File: src/mps_reg_pkg.sv
package mps_reg_pkg;

	// AXI4-Lite bus geometry
	localparam int AXI_DATA_W = 32;
	localparam int AXI_ADDR_W = 5;
	localparam int ADDR_LSB   = 2;
	localparam int WORD_W     = AXI_ADDR_W - ADDR_LSB;

	localparam logic [1:0] RESP_OKAY = 2'b00;

	// Word addresses
	localparam logic [WORD_W-1:0] REG_CTRL       = 3'd0;
	localparam logic [WORD_W-1:0] REG_EXT_DO     = 3'd1;
	localparam logic [WORD_W-1:0] REG_INTL_MASK  = 3'd2;
	localparam logic [WORD_W-1:0] REG_INTL_CLR   = 3'd3;
	localparam logic [WORD_W-1:0] REG_STATUS     = 3'd4;
	localparam logic [WORD_W-1:0] REG_EXT_DI     = 3'd5;
	localparam logic [WORD_W-1:0] REG_INTL_LATCH = 3'd6;

	// Command bits in CTRL and INTL_CLR
	localparam int CTRL_ON_BIT   = 0;
	localparam int CTRL_OFF_BIT  = 1;
	localparam int INTL_CLR_BIT  = 0;

	// STATUS word layout, state sits in the low bits
	localparam int STAT_PWM_BIT  = 4;
	localparam int STAT_CONT_BIT = 5;
	localparam int STAT_INTL_BIT = 8;

	// External digital I/O widths
	localparam int EXT_DO_W = 5;
	localparam int EXT_DI_W = 16;

endpackage

File: src/mps_ctrl_pkg.sv
package mps_ctrl_pkg;

	// Sequencer states
	typedef enum logic [2:0] {
		ST_IDLE       = 3'd0,
		ST_PRECHARGE  = 3'd1,
		ST_READY      = 3'd2,
		ST_RUN        = 3'd3,
		ST_RAMP_DOWN  = 3'd4,
		ST_FAULT      = 3'd5
	} mps_state_e;

	// Step lengths in clock cycles
	localparam int PRECHARGE_CYCLES = 16;
	localparam int RAMP_CYCLES      = 8;

	// Step counter must hold the longer of the two
	localparam int STEP_MAX = (PRECHARGE_CYCLES > RAMP_CYCLES) ?
		PRECHARGE_CYCLES : RAMP_CYCLES;
	localparam int STEP_W   = $clog2(STEP_MAX + 1);

	// Analog interlock channels
	localparam int INTL_W = 17;

endpackage

File: src/mps_axi_regs.sv
`timescale 1ns/1ps

module mps_axi_regs
(
	input  logic                                   S_AXI_ACLK,
	input  logic                                   S_AXI_ARESETN,

	input  logic [mps_reg_pkg::AXI_ADDR_W-1:0]     S_AXI_AWADDR,
	input  logic [2:0]                             S_AXI_AWPROT,
	input  logic                                   S_AXI_AWVALID,
	output logic                                   S_AXI_AWREADY,
	input  logic [mps_reg_pkg::AXI_DATA_W-1:0]     S_AXI_WDATA,
	input  logic [mps_reg_pkg::AXI_DATA_W/8-1:0]   S_AXI_WSTRB,
	input  logic                                   S_AXI_WVALID,
	output logic                                   S_AXI_WREADY,
	output logic [1:0]                             S_AXI_BRESP,
	output logic                                   S_AXI_BVALID,
	input  logic                                   S_AXI_BREADY,
	input  logic [mps_reg_pkg::AXI_ADDR_W-1:0]     S_AXI_ARADDR,
	input  logic [2:0]                             S_AXI_ARPROT,
	input  logic                                   S_AXI_ARVALID,
	output logic                                   S_AXI_ARREADY,
	output logic [mps_reg_pkg::AXI_DATA_W-1:0]     S_AXI_RDATA,
	output logic [1:0]                             S_AXI_RRESP,
	output logic                                   S_AXI_RVALID,
	input  logic                                   S_AXI_RREADY,

	input  mps_ctrl_pkg::mps_state_e               i_state,
	input  logic                                   i_pwm_en,
	input  logic                                   i_contactor,
	input  logic                                   i_intl_active,
	input  logic [mps_ctrl_pkg::INTL_W-1:0]        i_intl_latch,
	input  logic [mps_reg_pkg::EXT_DI_W-1:0]       i_ext_di,

	output logic                                   o_cmd_on,
	output logic                                   o_cmd_off,
	output logic                                   o_intl_clr,
	output logic [mps_ctrl_pkg::INTL_W-1:0]        o_intl_mask,
	output logic [mps_reg_pkg::EXT_DO_W-1:0]       o_ext_do
);

	import mps_reg_pkg::*;
	import mps_ctrl_pkg::*;

	logic                  awready_r;
	logic                  wready_r;
	logic                  bvalid_r;
	logic                  arready_r;
	logic                  rvalid_r;
	logic [AXI_DATA_W-1:0] rdata_r;

	logic                  wr_fire;
	logic                  rd_fire;
	logic [WORD_W-1:0]     wr_word;
	logic [WORD_W-1:0]     rd_word;
	logic [AXI_DATA_W-1:0] wr_merged;
	logic [AXI_DATA_W-1:0] rd_mux;
	logic [AXI_DATA_W-1:0] status_word;

	// Sampled read-only words
	logic [AXI_DATA_W-1:0] status_r;
	logic [EXT_DI_W-1:0]   ext_di_r;
	logic [INTL_W-1:0]     latch_r;

	// Byte lanes with a set strobe take the new data
	function automatic logic [AXI_DATA_W-1:0] merge_strb(
		input logic [AXI_DATA_W-1:0]   old_val,
		input logic [AXI_DATA_W-1:0]   new_val,
		input logic [AXI_DATA_W/8-1:0] strb
	);
		logic [AXI_DATA_W-1:0] res;
		res = old_val;
		for (int b = 0; b < AXI_DATA_W / 8; b++)
		begin
			if (strb[b])
				res[8*b +: 8] = new_val[8*b +: 8];
		end
		return res;
	endfunction

	assign wr_fire = awready_r && S_AXI_AWVALID && wready_r && S_AXI_WVALID;
	assign rd_fire = arready_r && S_AXI_ARVALID;
	assign wr_word = S_AXI_AWADDR[AXI_ADDR_W-1:ADDR_LSB];
	assign rd_word = S_AXI_ARADDR[AXI_ADDR_W-1:ADDR_LSB];

	// Address and data accepted together, never over a pending response
	always_ff @(posedge S_AXI_ACLK)
	begin
		if (!S_AXI_ARESETN)
		begin
			awready_r <= 1'b0;
			wready_r  <= 1'b0;
		end
		else
		begin
			awready_r <= !awready_r && S_AXI_AWVALID && S_AXI_WVALID && !bvalid_r;
			wready_r  <= !wready_r && S_AXI_AWVALID && S_AXI_WVALID && !bvalid_r;
		end
	end

	always_ff @(posedge S_AXI_ACLK)
	begin
		if (!S_AXI_ARESETN)
			bvalid_r <= 1'b0;
		else if (wr_fire)
			bvalid_r <= 1'b1;
		else if (S_AXI_BREADY)
			bvalid_r <= 1'b0;
	end

	// Only one register is written per transfer, so one merge serves all
	always_comb
	begin
		wr_merged = '0;
		case (wr_word)
			REG_EXT_DO:
				wr_merged = merge_strb(AXI_DATA_W'(o_ext_do), S_AXI_WDATA, S_AXI_WSTRB);
			REG_INTL_MASK:
				wr_merged = merge_strb(AXI_DATA_W'(o_intl_mask), S_AXI_WDATA, S_AXI_WSTRB);
			default:
				wr_merged = '0;
		endcase
	end

	always_ff @(posedge S_AXI_ACLK)
	begin
		if (!S_AXI_ARESETN)
		begin
			o_ext_do    <= '0;
			o_intl_mask <= '1;
		end
		else if (wr_fire)
		begin
			if (wr_word == REG_EXT_DO)
				o_ext_do <= wr_merged[EXT_DO_W-1:0];
			if (wr_word == REG_INTL_MASK)
				o_intl_mask <= wr_merged[INTL_W-1:0];
		end
	end

	// CTRL and INTL_CLR are not stored, they fire one-cycle pulses
	always_ff @(posedge S_AXI_ACLK)
	begin
		if (!S_AXI_ARESETN)
		begin
			o_cmd_on   <= 1'b0;
			o_cmd_off  <= 1'b0;
			o_intl_clr <= 1'b0;
		end
		else
		begin
			o_cmd_on   <= wr_fire && (wr_word == REG_CTRL) && S_AXI_WSTRB[0]
				&& S_AXI_WDATA[CTRL_ON_BIT];
			o_cmd_off  <= wr_fire && (wr_word == REG_CTRL) && S_AXI_WSTRB[0]
				&& S_AXI_WDATA[CTRL_OFF_BIT];
			o_intl_clr <= wr_fire && (wr_word == REG_INTL_CLR) && S_AXI_WSTRB[0]
				&& S_AXI_WDATA[INTL_CLR_BIT];
		end
	end

	always_comb
	begin
		status_word = '0;
		status_word[$bits(mps_state_e)-1:0] = i_state;
		status_word[STAT_PWM_BIT]  = i_pwm_en;
		status_word[STAT_CONT_BIT] = i_contactor;
		status_word[STAT_INTL_BIT] = i_intl_active;
	end

	// Status inputs sampled every cycle
	always_ff @(posedge S_AXI_ACLK)
	begin
		status_r <= status_word;
		ext_di_r <= i_ext_di;
		latch_r  <= i_intl_latch;
	end

	// ARREADY held off while a read response is still pending
	always_ff @(posedge S_AXI_ACLK)
	begin
		if (!S_AXI_ARESETN)
			arready_r <= 1'b0;
		else
			arready_r <= !arready_r && S_AXI_ARVALID && !rvalid_r;
	end

	always_ff @(posedge S_AXI_ACLK)
	begin
		if (!S_AXI_ARESETN)
			rvalid_r <= 1'b0;
		else if (rd_fire)
			rvalid_r <= 1'b1;
		else if (S_AXI_RREADY)
			rvalid_r <= 1'b0;
	end

	always_comb
	begin
		case (rd_word)
			REG_EXT_DO:     rd_mux = AXI_DATA_W'(o_ext_do);
			REG_INTL_MASK:  rd_mux = AXI_DATA_W'(o_intl_mask);
			REG_STATUS:     rd_mux = status_r;
			REG_EXT_DI:     rd_mux = AXI_DATA_W'(ext_di_r);
			REG_INTL_LATCH: rd_mux = AXI_DATA_W'(latch_r);
			// CTRL, INTL_CLR and unmapped words read as zero
			default:        rd_mux = '0;
		endcase
	end

	always_ff @(posedge S_AXI_ACLK)
	begin
		if (rd_fire)
			rdata_r <= rd_mux;
	end

	assign S_AXI_AWREADY = awready_r;
	assign S_AXI_WREADY  = wready_r;
	assign S_AXI_BRESP   = RESP_OKAY;
	assign S_AXI_BVALID  = bvalid_r;
	assign S_AXI_ARREADY = arready_r;
	assign S_AXI_RDATA   = rdata_r;
	assign S_AXI_RRESP   = RESP_OKAY;
	assign S_AXI_RVALID  = rvalid_r;

endmodule

File: src/mps_sequencer.sv
`timescale 1ns/1ps

module mps_sequencer
(
	input  logic                      S_AXI_ACLK,
	input  logic                      S_AXI_ARESETN,
	input  logic                      i_cmd_on,
	input  logic                      i_cmd_off,
	input  logic                      i_intl_active,
	output mps_ctrl_pkg::mps_state_e  o_state,
	output logic                      o_pwm_en,
	output logic                      o_contactor
);

	import mps_ctrl_pkg::*;

	mps_state_e        state_nxt;
	logic [STEP_W-1:0] step_cnt;
	logic              precharge_done;
	logic              ramp_done;

	assign precharge_done = (step_cnt == STEP_W'(PRECHARGE_CYCLES - 1));
	assign ramp_done      = (step_cnt == STEP_W'(RAMP_CYCLES - 1));

	always_comb
	begin
		state_nxt = o_state;
		// Interlock overrides every state
		if (i_intl_active)
			state_nxt = ST_FAULT;
		else
		begin
			case (o_state)
				ST_IDLE:
				begin
					if (i_cmd_on)
						state_nxt = ST_PRECHARGE;
				end
				ST_PRECHARGE:
				begin
					if (i_cmd_off)
						state_nxt = ST_RAMP_DOWN;
					else if (precharge_done)
						state_nxt = ST_READY;
				end
				ST_READY:
				begin
					// Off wins if both arrive together
					if (i_cmd_off)
						state_nxt = ST_RAMP_DOWN;
					else if (i_cmd_on)
						state_nxt = ST_RUN;
				end
				ST_RUN:
				begin
					if (i_cmd_off)
						state_nxt = ST_RAMP_DOWN;
				end
				ST_RAMP_DOWN:
				begin
					if (ramp_done)
						state_nxt = ST_IDLE;
				end
				ST_FAULT:
					state_nxt = ST_IDLE;
				default:
					state_nxt = ST_IDLE;
			endcase
		end
	end

	always_ff @(posedge S_AXI_ACLK)
	begin
		if (!S_AXI_ARESETN)
		begin
			o_state     <= ST_IDLE;
			step_cnt    <= '0;
			o_pwm_en    <= 1'b0;
			o_contactor <= 1'b0;
		end
		else
		begin
			o_state <= state_nxt;
			// Step count restarts on every state change
			if (state_nxt != o_state)
				step_cnt <= '0;
			else
				step_cnt <= step_cnt + 1'b1;
			o_pwm_en    <= (state_nxt == ST_RUN);
			o_contactor <= (state_nxt == ST_PRECHARGE) || (state_nxt == ST_READY)
				|| (state_nxt == ST_RUN) || (state_nxt == ST_RAMP_DOWN);
		end
	end

endmodule

File: src/mps_interlock.sv
`timescale 1ns/1ps

module mps_interlock
(
	input  logic                             S_AXI_ACLK,
	input  logic                             S_AXI_ARESETN,
	input  logic [mps_ctrl_pkg::INTL_W-1:0]  i_analog_intl,
	input  logic [mps_ctrl_pkg::INTL_W-1:0]  i_mask,
	input  logic                             i_clr,
	output logic [mps_ctrl_pkg::INTL_W-1:0]  o_latch,
	output logic                             o_active
);

	import mps_ctrl_pkg::*;

	logic [INTL_W-1:0] masked;

	// Mask bit high means the channel is enabled
	assign masked = i_analog_intl & i_mask;

	always_ff @(posedge S_AXI_ACLK)
	begin
		if (!S_AXI_ARESETN)
			o_latch <= '0;
		else if (i_clr)
			o_latch <= '0;
		else
			o_latch <= o_latch | masked;
	end

	// A fault still present after a clear sets the bit again next edge
	assign o_active = |o_latch;

endmodule

File: src/mps_top.sv
`timescale 1ns/1ps

module mps_top
(
	input  logic                                   S_AXI_ACLK,
	input  logic                                   S_AXI_ARESETN,
	input  logic [mps_reg_pkg::AXI_ADDR_W-1:0]     S_AXI_AWADDR,
	input  logic [2:0]                             S_AXI_AWPROT,
	input  logic                                   S_AXI_AWVALID,
	output logic                                   S_AXI_AWREADY,
	input  logic [mps_reg_pkg::AXI_DATA_W-1:0]     S_AXI_WDATA,
	input  logic [mps_reg_pkg::AXI_DATA_W/8-1:0]   S_AXI_WSTRB,
	input  logic                                   S_AXI_WVALID,
	output logic                                   S_AXI_WREADY,
	output logic [1:0]                             S_AXI_BRESP,
	output logic                                   S_AXI_BVALID,
	input  logic                                   S_AXI_BREADY,
	input  logic [mps_reg_pkg::AXI_ADDR_W-1:0]     S_AXI_ARADDR,
	input  logic [2:0]                             S_AXI_ARPROT,
	input  logic                                   S_AXI_ARVALID,
	output logic                                   S_AXI_ARREADY,
	output logic [mps_reg_pkg::AXI_DATA_W-1:0]     S_AXI_RDATA,
	output logic [1:0]                             S_AXI_RRESP,
	output logic                                   S_AXI_RVALID,
	input  logic                                   S_AXI_RREADY,

	input  logic [mps_ctrl_pkg::INTL_W-1:0]        i_analog_intl,
	input  logic [mps_reg_pkg::EXT_DI_W-1:0]       i_ext_di,
	output logic [mps_reg_pkg::EXT_DO_W-1:0]       o_ext_do,
	output logic                                   o_pwm_en,
	output logic                                   o_contactor
);

	import mps_ctrl_pkg::*;

	logic              cmd_on;
	logic              cmd_off;
	logic              intl_clr;
	logic [INTL_W-1:0] intl_mask;
	logic [INTL_W-1:0] intl_latch;
	logic              intl_active;
	mps_state_e        state;

	mps_axi_regs u_regs
	(
		.S_AXI_ACLK    (S_AXI_ACLK),
		.S_AXI_ARESETN (S_AXI_ARESETN),
		.S_AXI_AWADDR  (S_AXI_AWADDR),
		.S_AXI_AWPROT  (S_AXI_AWPROT),
		.S_AXI_AWVALID (S_AXI_AWVALID),
		.S_AXI_AWREADY (S_AXI_AWREADY),
		.S_AXI_WDATA   (S_AXI_WDATA),
		.S_AXI_WSTRB   (S_AXI_WSTRB),
		.S_AXI_WVALID  (S_AXI_WVALID),
		.S_AXI_WREADY  (S_AXI_WREADY),
		.S_AXI_BRESP   (S_AXI_BRESP),
		.S_AXI_BVALID  (S_AXI_BVALID),
		.S_AXI_BREADY  (S_AXI_BREADY),
		.S_AXI_ARADDR  (S_AXI_ARADDR),
		.S_AXI_ARPROT  (S_AXI_ARPROT),
		.S_AXI_ARVALID (S_AXI_ARVALID),
		.S_AXI_ARREADY (S_AXI_ARREADY),
		.S_AXI_RDATA   (S_AXI_RDATA),
		.S_AXI_RRESP   (S_AXI_RRESP),
		.S_AXI_RVALID  (S_AXI_RVALID),
		.S_AXI_RREADY  (S_AXI_RREADY),
		.i_state       (state),
		.i_pwm_en      (o_pwm_en),
		.i_contactor   (o_contactor),
		.i_intl_active (intl_active),
		.i_intl_latch  (intl_latch),
		.i_ext_di      (i_ext_di),
		.o_cmd_on      (cmd_on),
		.o_cmd_off     (cmd_off),
		.o_intl_clr    (intl_clr),
		.o_intl_mask   (intl_mask),
		.o_ext_do      (o_ext_do)
	);

	mps_sequencer u_seq
	(
		.S_AXI_ACLK    (S_AXI_ACLK),
		.S_AXI_ARESETN (S_AXI_ARESETN),
		.i_cmd_on      (cmd_on),
		.i_cmd_off     (cmd_off),
		.i_intl_active (intl_active),
		.o_state       (state),
		.o_pwm_en      (o_pwm_en),
		.o_contactor   (o_contactor)
	);

	mps_interlock u_intl
	(
		.S_AXI_ACLK    (S_AXI_ACLK),
		.S_AXI_ARESETN (S_AXI_ARESETN),
		.i_analog_intl (i_analog_intl),
		.i_mask        (intl_mask),
		.i_clr         (intl_clr),
		.o_latch       (intl_latch),
		.o_active      (intl_active)
	);

endmodule

File: config.mk
export PLATFORM = sky130hd
export DESIGN_NAME = mps_top
export DESIGN_NICKNAME = d
export VERILOG_FILES = /design/src/mps_reg_pkg.sv /design/src/mps_ctrl_pkg.sv /design/src/mps_axi_regs.sv /design/src/mps_sequencer.sv /design/src/mps_interlock.sv /design/src/mps_top.sv
export SDC_FILE = /design/constraint.sdc
export NUM_CORES = 1
export LEC_CHECK = 0
export BUFFER_PORTS_ARGS = -buffer_cell sky130_fd_sc_hd__buf_2
export CAP_MARGIN = 20
export CORE_MARGIN = 1.5
export CORE_UTILIZATION = 40
export CTS_CLUSTER_DIAMETER = 120
export DETAILED_ROUTE_END_ITERATION = 6
export GPL_ROUTABILITY_DRIVEN = 1
export HOLD_SLACK_MARGIN = 0.06
export PLACE_DENSITY = 0.76
export SLEW_MARGIN = 0
export SYNTH_ARGS = -nofsm -noshare
export SYNTH_HDL_FRONTEND = slang
export SYNTH_SLANG_ARGS = --single-unit
File: constraint.sdc
create_clock -name S_AXI_ACLK -period 4 [get_ports S_AXI_ACLK]
set_clock_uncertainty 0.05 [all_clocks]
set_input_delay 0.6 -clock S_AXI_ACLK [delete_from_list [all_inputs] [get_ports S_AXI_ACLK]]
set_output_delay 0.6 -clock S_AXI_ACLK [all_outputs]
set_load 0.05 [all_outputs]
==> flow_metrics.tcl <==
set metrics [dict create \
    rsz0062_at_grt "false" \
    fmax_ghz 0.452 \
    relSlewSlack 0.459 \
    rows 36 \
    drtIter0Drc 183 \
    core_mm2 0.00968 \
    worstMarginPinSlew_ns 0.812 \
    startpoint_type "flop" \
    antenna_cells 0 \
    cpMaxStageDelayCell "o211ai_1" \
    drt-total-wl_mm 9.03 \
    cp_num_buf_inv 0 \
    wl_per_cell_um 14.5 \
    status "complete, no violations" \
    dp_hpwl_mm 6.39 \
    start_util 0.410 \
    max-vdd-ir-drop_v 0.000299 \
    grt_max_degree 27 \
    hold_viol_final 0 \
    critPathCaptureType "flop" \
    timing.setup.tns_ns 0 \
    syn-instance-count 376 \
    period_minus_slack_ns 2.21 \
    cp_cell_sequence "ha_1 -> and3_1 -> ha_1 -> nor2b_1 -> o31ai_1 -> a211oi_1 -> o211ai_1 -> nor3_1" \
    synth_area_per_cell_um2 10.5 \
    synth.most_common_cell "dfxtp_1" \
    synth_edf_count 17 \
    netlist_area_mm2 0.00397 \
    grt_usage 0.178 \
    syn_to_final_growth_pct 28.1 \
    cts_tree "built" \
    ant_nets 0 \
    root_buffer "clkbuf_8" \
    hp-class "in -> reg" \
    port_buffers 94 \
    via_count 3002 \
    cts-resized-gates 0 \
    placed_cell_area_mm2 0.00448 \
    num-nets-final 570 \
    dieArea_mm2 0.0105 \
    first_pass_iters 4 \
    critical_path.top_delay_family "compound AO/OA/AOI/OAI gates" \
    cp.required_ns 4.32 \
    slew_violations 0 \
    antenna_found_initial 0 \
    hold_slack_ns 0.140 \
    drive_above_1_share 0.270 \
    yosys.area.top_type "dfxtp_1" \
    insertion_delay_ns 0.50 \
    postSynth.asyncResetShare 0 \
    clock_sinks 113 \
    die_w_um 103 \
    setup_viol 0 \
    ios 140 \
    post-cts-setup-buffers 0 \
    place_congestion 0.901 \
    drc 0 \
    cts_buffers 17 \
    grt-ovfl-total 0 \
    htree_levels 4 \
    synthTopCellsByArea "dfxtp_1 (48%), edfxtp_1 (13%), nand2_1 (5.0%)" \
    cp_data_arrival_time_ns 2.54 \
    ys_types 45 \
    min_period_over_period 0.554 \
    path_clk_slew_ns 0.06 \
    power_density_mw_per_mm2 574 \
    critical_path_class "reg -> reg" \
    synth_seq_cells 113 \
    synth_top_area_frac 0.485 \
    worst_path_most_repeated_cell "ha_1" \
    nFillCells 822 \
    grt_pass1_wl_mm 13.8 \
    die_height_um 103 \
    max_stage_delay_ns 0.41 \
    yosysSeqAreaShare 0.613 \
    crit_fanout 5 \
    fin_area_mm2 0.00508 \
    grt_pass1_vias 2796 \
    routed_via_density 4.83 \
    drv_cap 0 \
    p_leak_nw 2.22 \
    synth_commonest_cells "dfxtp_1 (96), nand2_1 (53), nor2_1 (32), a21oi_1 (21), nand3_1 (20)" \
    clockBufferDepth 2 \
    post-place-ws_ns 1.76 \
    ys.warnings.count 0 \
    ys.flop_type "dfxtp_1" \
    setup_ws_ns 1.79 \
    cts_hold_buf 0 \
]
-- report_power, final --
part	switching [W]	internal [W]	leakage, nW
clock network	0.000538	0.000973	0.297
registers	0.0000217	0.00120	0.953
logic	0.000127	0.0000570	0.974
total	0.000688	0.00223	2.22
-- kinds of logic after synthesis --
logic type,after synthesis,share of synthesized area
compound gates,57,0.0959
xor+xnor,2,0.00442
fa+ha+maj,2,0.00631
buf+inv,35,0.0527
flops,113,0.613
mux,19,0.0479
other cells,1,0.000945
simple gates,147,0.179
-- state kept, by name, summed over array words and instances (netlist names), 3 cells and up --
name / cells
u_regs.status_r: 6
u_regs.S_AXI_RDATA: 17
u_regs.o_intl_mask: 17
u_intl.o_latch: 17
u_regs.ext_di_r: 16
u_regs.latch_r: 17
u_seq.o_state: 3
u_regs.o_ext_do: 5
u_seq.step_cnt: 5
-- cell type report --
| cell class | instances | area [um2] | area share |
|---|---|---|---|
| clock buffer | 18 | 428 | 0.0842 |
| clock inverter | 14 | 178 | 0.0350 |
| inverter | 4 | 15.0 | 0.00295 |
| multi-input combinational | 246 | 1390 | 0.274 |
| sequential | 113 | 2430 | 0.479 |
| tap | 133 | 166 | 0.0327 |
| timing repair buffer | 94 | 470 | 0.0926 |
-- through the flow --
stage / total power [W] / cells / util
6_report: 0.00292 / 622 / 0.525
5_1_grt: 0.00301 / 622 / 0.525
4_1_cts: 0.00293 / 622 / 0.525
3_5_place_dp: 0.00143 / 590 / 0.462
3_3_place_gp: 0.00142 / 590 / 0.462
2_1_floorplan: 0.00138 / 394 / -
-- routing by layer --
metal | track usage | routed length (um) | vias up
met4 | 0.0727 | 130 | 0
met2 | 0.300 | 4600 | 106
li1 | - | - | 1478
met3 | 0.0637 | 590 | 9
met5 | 0 | 0 | -
met1 | 0.206 | 3710 | 1409
-- path summary, 6_finish.rpt --
check | startpoint | endpoint | slack, ns | cells past startpoint
max | u_seq.step_cnt[0]$_SDFF_PP0_ | u_seq.step_cnt[4]$_SDFF_PP0_ | 1.79 | 8
min reg2reg | u_seq.o_pwm_en$_SDFF_PN0_ | u_regs.status_r[4]$_DFF_P_ | 0.31 | 0
min | i_ext_di[12] | u_regs.ext_di_r[12]$_DFF_P_ | 0.14 | 1
max reg2reg | u_seq.step_cnt[0]$_SDFF_PP0_ | u_seq.step_cnt[4]$_SDFF_PP0_ | 1.79 | 8
-- layout by cell type, fill, tap and decap left out, types with 3 or more instances in the layout --
cell type  count
nor3_1         7
nor2b_1        9
a22oi_1        7
o21ai_0       11
inv_1          3
dfxtp_1       96
nor2_1        32
clkinv_4       4
nand3_1       20
nor4_1         3
nand4_1        3
nand2_1       53
edfxtp_1      17
nand2b_1       5
and2_1         4
conb_1        19
a21oi_1       21
buf_2         94
bufinv_16      3
o221ai_1       4
inv_6          4
clkbuf_16     16
mux2i_1       19
(Power assumes the default switching activity.)
